### config.mk
export PLATFORM = sky130hd
export DESIGN_NAME = led_bank_top
export DESIGN_NICKNAME = d
export VERILOG_FILES = /design/src/apb_pkg.sv /design/src/ledbank_pkg.sv /design/src/apb_inst_port.sv /design/src/inst_fifo.sv /design/src/led_bank.sv /design/src/led_bank_top.sv
export SDC_FILE = /design/constraint.sdc
export NUM_CORES = 1
export LEC_CHECK = 0
export BUFFER_PORTS_ARGS = -buffer_cell sky130_fd_sc_hd__buf_2
export CORE_MARGIN = 1.5
export CORE_UTILIZATION = 50
export CTS_BUF_LIST = sky130_fd_sc_hd__clkbuf_16
export DETAILED_ROUTE_END_ITERATION = 8
export GPL_TIMING_DRIVEN = 0
export PLACE_DENSITY = 0.75
export SYNTH_ARGS = -nofsm -noshare
export SYNTH_HDL_FRONTEND = slang
export SYNTH_SLANG_ARGS = --single-unit
export TNS_END_PERCENT = 1
### constraint.sdc
create_clock -name clock -period 3.7 [get_ports clock]
set_input_delay 0.555 -clock clock [delete_from_list [all_inputs] [get_ports clock]]
set_output_delay 0.555 -clock clock [all_outputs]
set_load 0.03 [all_outputs]
### src/apb_pkg.sv
package apb_pkg;

   localparam logic [7:0] INST_ADDR   = 8'h00;   // write only, reads as zero
   localparam logic [7:0] STATUS_ADDR = 8'h04;   // read only

   typedef struct packed {
      logic        psel;
      logic        penable;
      logic        pwrite;
      logic [7:0]  paddr;
      logic [31:0] pwdata;
   } apb_req_t;

   typedef struct packed {
      logic        pready;
      logic        pslverr;
      logic [31:0] prdata;
   } apb_rsp_t;

   // status word layout
   localparam int STAT_LEDS_LSB  = 0;
   localparam int STAT_STATE_LSB = 8;
   localparam int STAT_LEVEL_LSB = 16;

endpackage

### src/ledbank_pkg.sv
package ledbank_pkg;

   localparam int FIFO_DEPTH = 4;
   localparam int LEVEL_W    = 3;   // holds 0..FIFO_DEPTH

   typedef enum logic [3:0] {
      NOP = 4'd0,
      LDI = 4'd1,
      LD0 = 4'd2,
      LD1 = 4'd3,
      LD2 = 4'd4,
      LD3 = 4'd5,
      LD4 = 4'd6,
      LD5 = 4'd7,
      LD6 = 4'd8,
      LD7 = 4'd9
   } opcode_t;   // 10..15 are illegal

   typedef struct packed {
      opcode_t    opcode;
      logic [7:0] imm;
   } imm_form_t;   // LDI

   typedef struct packed {
      opcode_t    opcode;
      logic [6:0] pad;
      logic       value;
   } bit_form_t;   // LD0..LD7

   typedef union packed {
      imm_form_t imm;
      bit_form_t bits;
   } inst_t;

   typedef enum logic [1:0] {
      RESET_ST = 2'd0,
      READY_ST = 2'd1,
      ERROR_ST = 2'd2
   } bank_state_t;

   typedef struct packed {
      logic [7:0]  leds;
      bank_state_t state;
   } status_t;

endpackage
### src/apb_inst_port.sv
module apb_inst_port (
   input  logic                              clock,
   input  logic                              reset,
   input  apb_pkg::apb_req_t                 apb_req,
   output apb_pkg::apb_rsp_t                 apb_rsp,
   input  logic                              full,
   input  logic [ledbank_pkg::LEVEL_W-1:0]   level,
   input  ledbank_pkg::status_t              status,
   output logic                              push,
   output ledbank_pkg::inst_t                push_inst
);

   logic        setup;
   logic        access;
   logic        inst_wr;
   logic        inst_rd;
   logic        stat_rd;
   logic        bad_acc;
   logic        stat_sel_q;   // setup phase addressed the status register
   logic [31:0] rdata_d;
   logic [31:0] rdata_q;

   assign setup  = apb_req.psel & ~apb_req.penable;
   assign access = apb_req.psel & apb_req.penable;

   assign inst_wr = access & apb_req.pwrite & (apb_req.paddr == apb_pkg::INST_ADDR);
   assign inst_rd = access & ~apb_req.pwrite & (apb_req.paddr == apb_pkg::INST_ADDR);
   assign stat_rd = access & ~apb_req.pwrite & (apb_req.paddr == apb_pkg::STATUS_ADDR);
   assign bad_acc = access & ~(inst_wr | inst_rd | stat_rd);

   // back-pressure only while the queue is full
   assign push      = inst_wr & ~full;
   assign push_inst = apb_req.pwdata[11:0];

   always_comb begin
      rdata_d = '0;
      rdata_d[apb_pkg::STAT_LEDS_LSB +: 8]                   = status.leds;
      rdata_d[apb_pkg::STAT_STATE_LSB +: 2]                  = status.state;
      rdata_d[apb_pkg::STAT_LEVEL_LSB +: ledbank_pkg::LEVEL_W] = level;
   end

   // snapshot taken on the edge that opens the access phase
   always_ff @(posedge clock) begin
      if (setup) begin
         rdata_q <= rdata_d;
      end
   end

   always_ff @(posedge clock) begin
      if (reset) begin
         stat_sel_q <= 1'b0;
      end else if (setup) begin
         stat_sel_q <= ~apb_req.pwrite & (apb_req.paddr == apb_pkg::STATUS_ADDR);
      end
   end

   always_comb begin
      apb_rsp.pready  = ~(inst_wr & full);
      apb_rsp.pslverr = bad_acc;
      apb_rsp.prdata  = (stat_rd & stat_sel_q) ? rdata_q : '0;   // inst reads give zero
   end

endmodule

### src/inst_fifo.sv
module inst_fifo (
   input  logic                             clock,
   input  logic                             reset,
   input  logic                             push,
   input  ledbank_pkg::inst_t               push_inst,
   input  logic                             pop,
   output logic                             valid,
   output ledbank_pkg::inst_t               head_inst,
   output logic                             full,
   output logic [ledbank_pkg::LEVEL_W-1:0]  level
);

   localparam int PTR_W = $clog2(ledbank_pkg::FIFO_DEPTH);

   ledbank_pkg::inst_t               mem [ledbank_pkg::FIFO_DEPTH];
   logic [PTR_W-1:0]                 wr_ptr;
   logic [PTR_W-1:0]                 rd_ptr;
   logic [ledbank_pkg::LEVEL_W-1:0]  count;

   always_ff @(posedge clock) begin
      if (push) begin
         mem[wr_ptr] <= push_inst;
      end
   end

   always_ff @(posedge clock) begin
      if (reset) begin
         wr_ptr <= '0;
         rd_ptr <= '0;
         count  <= '0;
      end else begin
         if (push) begin
            wr_ptr <= (wr_ptr == PTR_W'(ledbank_pkg::FIFO_DEPTH - 1)) ? '0 : wr_ptr + 1'b1;
         end
         if (pop) begin
            rd_ptr <= (rd_ptr == PTR_W'(ledbank_pkg::FIFO_DEPTH - 1)) ? '0 : rd_ptr + 1'b1;
         end
         case ({push, pop})
            2'b10:   count <= count + 1'b1;
            2'b01:   count <= count - 1'b1;
            default: count <= count;   // both or neither
         endcase
      end
   end

   assign valid     = (count != '0);
   assign full      = (count == ledbank_pkg::LEVEL_W'(ledbank_pkg::FIFO_DEPTH));
   assign level     = count;
   assign head_inst = mem[rd_ptr];

endmodule

### src/led_bank.sv
module led_bank (
   input  logic                  clock,
   input  logic                  reset,
   input  logic                  valid,
   input  ledbank_pkg::inst_t    head_inst,
   output logic                  pop,
   output logic [7:0]            leds,
   output ledbank_pkg::status_t  status
);

   ledbank_pkg::bank_state_t state_q;
   logic [7:0]               leds_q;
   ledbank_pkg::opcode_t     op;
   logic [2:0]               bit_idx;

   assign op      = head_inst.imm.opcode;
   assign bit_idx = 3'(op - ledbank_pkg::LD0);   // LDn selects led n

   // error state drains the queue without acting on it
   assign pop = valid & ((state_q == ledbank_pkg::READY_ST) |
                         (state_q == ledbank_pkg::ERROR_ST));

   always_ff @(posedge clock) begin
      if (reset) begin
         state_q <= ledbank_pkg::RESET_ST;
         leds_q  <= '0;
      end else begin
         case (state_q)
            ledbank_pkg::RESET_ST: begin
               state_q <= ledbank_pkg::READY_ST;
               leds_q  <= '0;
            end
            ledbank_pkg::READY_ST: begin
               if (pop) begin
                  case (op)
                     ledbank_pkg::NOP: ;
                     ledbank_pkg::LDI: leds_q <= head_inst.imm.imm;
                     ledbank_pkg::LD0, ledbank_pkg::LD1, ledbank_pkg::LD2,
                     ledbank_pkg::LD3, ledbank_pkg::LD4, ledbank_pkg::LD5,
                     ledbank_pkg::LD6, ledbank_pkg::LD7: begin
                        leds_q[bit_idx] <= head_inst.bits.value;
                     end
                     default: begin   // illegal opcode, sticky
                        state_q <= ledbank_pkg::ERROR_ST;
                        leds_q  <= '0;
                     end
                  endcase
               end
            end
            default: begin
               state_q <= ledbank_pkg::ERROR_ST;
               leds_q  <= '0;
            end
         endcase
      end
   end

   assign leds         = leds_q;
   assign status.leds  = leds_q;
   assign status.state = state_q;

endmodule

### src/led_bank_top.sv
module led_bank_top (
   input  logic               clock,
   input  logic               reset,
   input  apb_pkg::apb_req_t  apb_req,
   output apb_pkg::apb_rsp_t  apb_rsp,
   output logic [7:0]         leds
);

   logic                             push;
   ledbank_pkg::inst_t               push_inst;
   logic                             full;
   logic [ledbank_pkg::LEVEL_W-1:0]  level;
   logic                             valid;
   ledbank_pkg::inst_t               head_inst;
   logic                             pop;
   ledbank_pkg::status_t             status;

   apb_inst_port apb_inst_port_inst (
      .clock     (clock),
      .reset     (reset),
      .apb_req   (apb_req),
      .apb_rsp   (apb_rsp),
      .full      (full),
      .level     (level),
      .status    (status),
      .push      (push),
      .push_inst (push_inst)
   );

   inst_fifo inst_fifo_inst (
      .clock     (clock),
      .reset     (reset),
      .push      (push),
      .push_inst (push_inst),
      .pop       (pop),
      .valid     (valid),
      .head_inst (head_inst),
      .full      (full),
      .level     (level)
   );

   led_bank led_bank_inst (
      .clock     (clock),
      .reset     (reset),
      .valid     (valid),
      .head_inst (head_inst),
      .pop       (pop),
      .leds      (leds),
      .status    (status)
   );

endmodule

==> flow_metrics.env <==
export IMPL_synth_compound_area_share=0.0743
export IMPL_p_leak_uw=0.00173
export IMPL_grt_max_degree=15
export IMPL_avgSynthCellArea_sq_um=13.1
export IMPL_synth_top_cell_area_share=0.492
export IMPL_crit_type="in -> out"
export IMPL_cts_made_buffers=9
export IMPL_synthMuxAreaShare=0.0911
export IMPL_fmax_ghz=0.352
export IMPL_worstPathRequired_ns=3.14
export IMPL_final_setup_viol_count=0
export IMPL_clk_latency_ns=0.33
export IMPL_cts_setup_buffers=0
export IMPL_yosysSeqAreaShare=0.600
export IMPL_r2r_end="inst_fifo_inst.level[2]"
export IMPL_io_pins=87
export IMPL_synth_largest_area_cell="edfxtp_1"
export IMPL_synth_fa_ha_area_frac=0.0323
export IMPL_path_buf_inv=3
export IMPL_end_kind="output port"
export IMPL_hold_violations=0
export IMPL_worstMarginPinSlew_ns=1.04
export IMPL_slew_headroom=0.306
export IMPL_drt_iter0_markers=112
export IMPL_slew_violations=0
export IMPL_synth_area_sq_um=3720
export IMPL_async_flop_share=0
export IMPL_track_usage=0.165
export IMPL_cap_violations=0
export IMPL_layout_min_cycle_time_ns=2.84
export IMPL_vias_per_cell=4.92
export IMPL_antenna_found_initial=0
export IMPL_peakVddDrop_mv=0.451
export IMPL_gp_congestion=0.852
export IMPL_num_nets_final=414
export IMPL_route_detailed_drc=0
export IMPL_clock_sinks=81
export IMPL_slowest_stage="and4_1"
export IMPL_timing_critical_path_mode_cell="buf_2"
export IMPL_rsz0062_at_grt="false"
export IMPL_synthCells=284
export IMPL_power_density_nw_per_um2=450
export IMPL_worstPathArrival_ns=2.28
export IMPL_ant_nets=0
export IMPL_critPathTopFamily="simple AND/OR/NAND/NOR gates"
export IMPL_r2r_worst_path_cells=10
export IMPL_io_buffers=47
export IMPL_cts_tree="built"
export IMPL_die_h_um=89.3
export IMPL_wl_per_cell_um=13.1
export IMPL_first_global_vias=2078
export IMPL_max_stage_delay_ns=0.30
export IMPL_crit_end="apb_rsp[3]"
export IMPL_worst_clock_skew_ns=0.00652
export IMPL_synth_simple_gate_area_share=0.109
export IMPL_cts_buffer_depth=2
export IMPL_die_w_um=89.3
export IMPL_areaGrowthSynthToFinish_pct=19.4
export IMPL_final_core_util=0.616
export IMPL_path_clk_slew_ns=0.06
export IMPL_total_power_uw=2000
export IMPL_placementRows=31
export IMPL_ys_seq_elements=81
export IMPL_holdBufCountCts=0
export IMPL_clockRootBuffer="clkbuf_16"
export IMPL_yosys_warnings=0
export IMPL_synthTopCellsByArea="edfxtp_1 (49%), dfxtp_1 (11%), mux4_2 (6.7%), buf_4 (5.9%), and2_1 (2.9%)"
export IMPL_reg2reg_slack_ns=1.18
export IMPL_path_depth=8
export IMPL_cts_resized=0
export IMPL_diodes=0
export IMPL_first_pass_iters=4
export IMPL_final_cell_area_sq_um=4440
export IMPL_vias=2284
export IMPL_drt_wl_total_um=6080
export IMPL_min_delay_path_class="in -> reg"
export IMPL_cp_max_fo=10
export IMPL_synth_top_family_by_area="simple AND/OR/NAND/NOR gates"
export IMPL_grt_pass1_wl_um=9650
export IMPL_status="complete, no violations"
export IMPL_ys_types=48
export IMPL_synth_xor_area_share=0.00706
export IMPL_critPathLaunchType="input pin"
export IMPL_initial_core_util=0.516
export IMPL_fin_setup_tns_ns=0
export IMPL_period_share=0.767
export IMPL_gr_total_overflow=0
export IMPL_place_area_sq_um=4150
export IMPL_die_area_sq_um=7970
export IMPL_synth_top_flop_cell="edfxtp_1"
export IMPL_startpoint="apb_req[37]"
export IMPL_worstPathCellList="buf_2 -> nor4_1 -> nand2_1 -> nor3b_1 -> and4_1 -> clkbuf_1 -> and2_1 -> buf_2"
export IMPL_drive_above_1_share=0.299
export IMPL_dp_hpwl_um=4190
export IMPL_synth_edf_count=61
export IMPL_htree_levels=3
export IMPL_core_sq_um=7210
export IMPL_reg2reg_from="inst_fifo_inst.level[0]"
## cell usage after synthesis (all sizes together), types with 2 or more instances
master,n
mux4,11
ha,8
nand3,3
nand2b,2
inv,11
a211oi,2
nor2,15
a21o,3
xor2,2
nor3b,2
mux2i,8
edfxtp,61
a31oi,5
o21ai,13
nor3,4
nand2,19
clkbuf,6
a2bb2oi,2
a21oi,13
and2,17
nor2b,4
buf,33
dfxtp,20
## cell families after synthesis
family                   after synthesis
other                                  1
AND/OR/NAND/NOR                       75
multiplexers                          20
adder cells (fa/ha/maj)                9
flip-flops                            81
buffers and inverters                 50
XOR/XNOR                               3
AO/OA/AOI/OAI                         45
## worst reg2reg max path, delay by kind of cell, from the launching register on
family / cells / cell delay [ns]
adders and majority gates: 2 / 0.42
buffers and inverters: 3 / 0.27
and+or+nand+nor: 3 / 1.15
AOI/OAI and AO/OA: 1 / 0.13
DFF: 1 / 0.39
xor gates and xnor gates: 1 / 0.08
## routing by layer
metal | part of all wire | vias to the layer above | GRT usage | wire, um
li1 | - | 1150 | - | -
met1 | 0.45 | 1034 | 0.207 | 2740
met2 | 0.46 | 88 | 0.270 | 2820
met3 | 0.066 | 12 | 0.0462 | 402
met4 | 0.019 | 0 | 0.0727 | 117
met5 | 0 | - | 0 | 0
## state kept, by name (all words and copies together) (netlist names), named ones only
register                       count
apb_inst_port_inst.rdata_q        13
apb_inst_port_inst.stat_sel_q      1
inst_fifo_inst.level               3
inst_fifo_inst.mem                48
inst_fifo_inst.rd_ptr              2
inst_fifo_inst.wr_ptr              2
led_bank_inst.leds                 8
led_bank_inst.state_q              2
## layout make-up
class | count | area [sq um]
plain buffers | 39 | 277
clock buffers | 9 | 225
clock inverters | 7 | 70.1
fillers | 578 | 2770
inverters | 11 | 41.3
multi-input cells | 171 | 1240
flip-flops and latches | 81 | 2230
well taps | 99 | 124
repair buffers | 47 | 235
## worst min-delay path by stage
stage                                    end                      from  depth (start not counted)  slack, ns
2_1_floorplan  apb_inst_port_inst.rdata_q[6]     led_bank_inst.leds[6]                          0       0.43
3_3_place_gp   apb_inst_port_inst.rdata_q[9]  led_bank_inst.state_q[1]                          0       0.44
3_5_place_dp   apb_inst_port_inst.rdata_q[9]  led_bank_inst.state_q[1]                          0       0.45
4_1_cts             inst_fifo_inst.mem[1][3]                apb_req[3]                          1       0.43
5_1_grt             inst_fifo_inst.mem[1][6]                apb_req[6]                          1       0.44
6_report            inst_fifo_inst.mem[1][6]                apb_req[6]                          1       0.44
## cell usage in the layout, fill, tap and decap left out, drive strengths merged, types with 2 or more instances in the layout
cell type   n
clkinvlp    2
mux2i       8
nand3       3
xor2        2
nor2b       4
dfxtp      20
nand2b      2
a211oi      2
nand2      19
a21oi      13
a21o        3
nor3        4
buf        80
conb       19
a2bb2oi     2
clkbuf     15
ha          8
mux4       11
a31oi       5
o21ai      13
edfxtp     61
nor3b       2
inv        15
and2       17
nor2       15
## stage by stage
stage	hold slack (ns)	worst slack (ns)	std cells
3_3_place_gp	0.444	0.841	448
5_1_grt	0.436	0.528	464
3_5_place_dp	0.454	0.750	448
2_1_floorplan	0.425	1.19	302
4_1_cts	0.430	0.821	464
6_report	0.436	0.861	464
## report_power, final
group / switching [uW] / total [uW] / internal (uW)
sequential: 11.5 / 1010 / 996
clock: 339 / 860 / 521
combinational: 78.5 / 129 / 50.9
No activity file was read; power rests on OpenSTA's default activity.
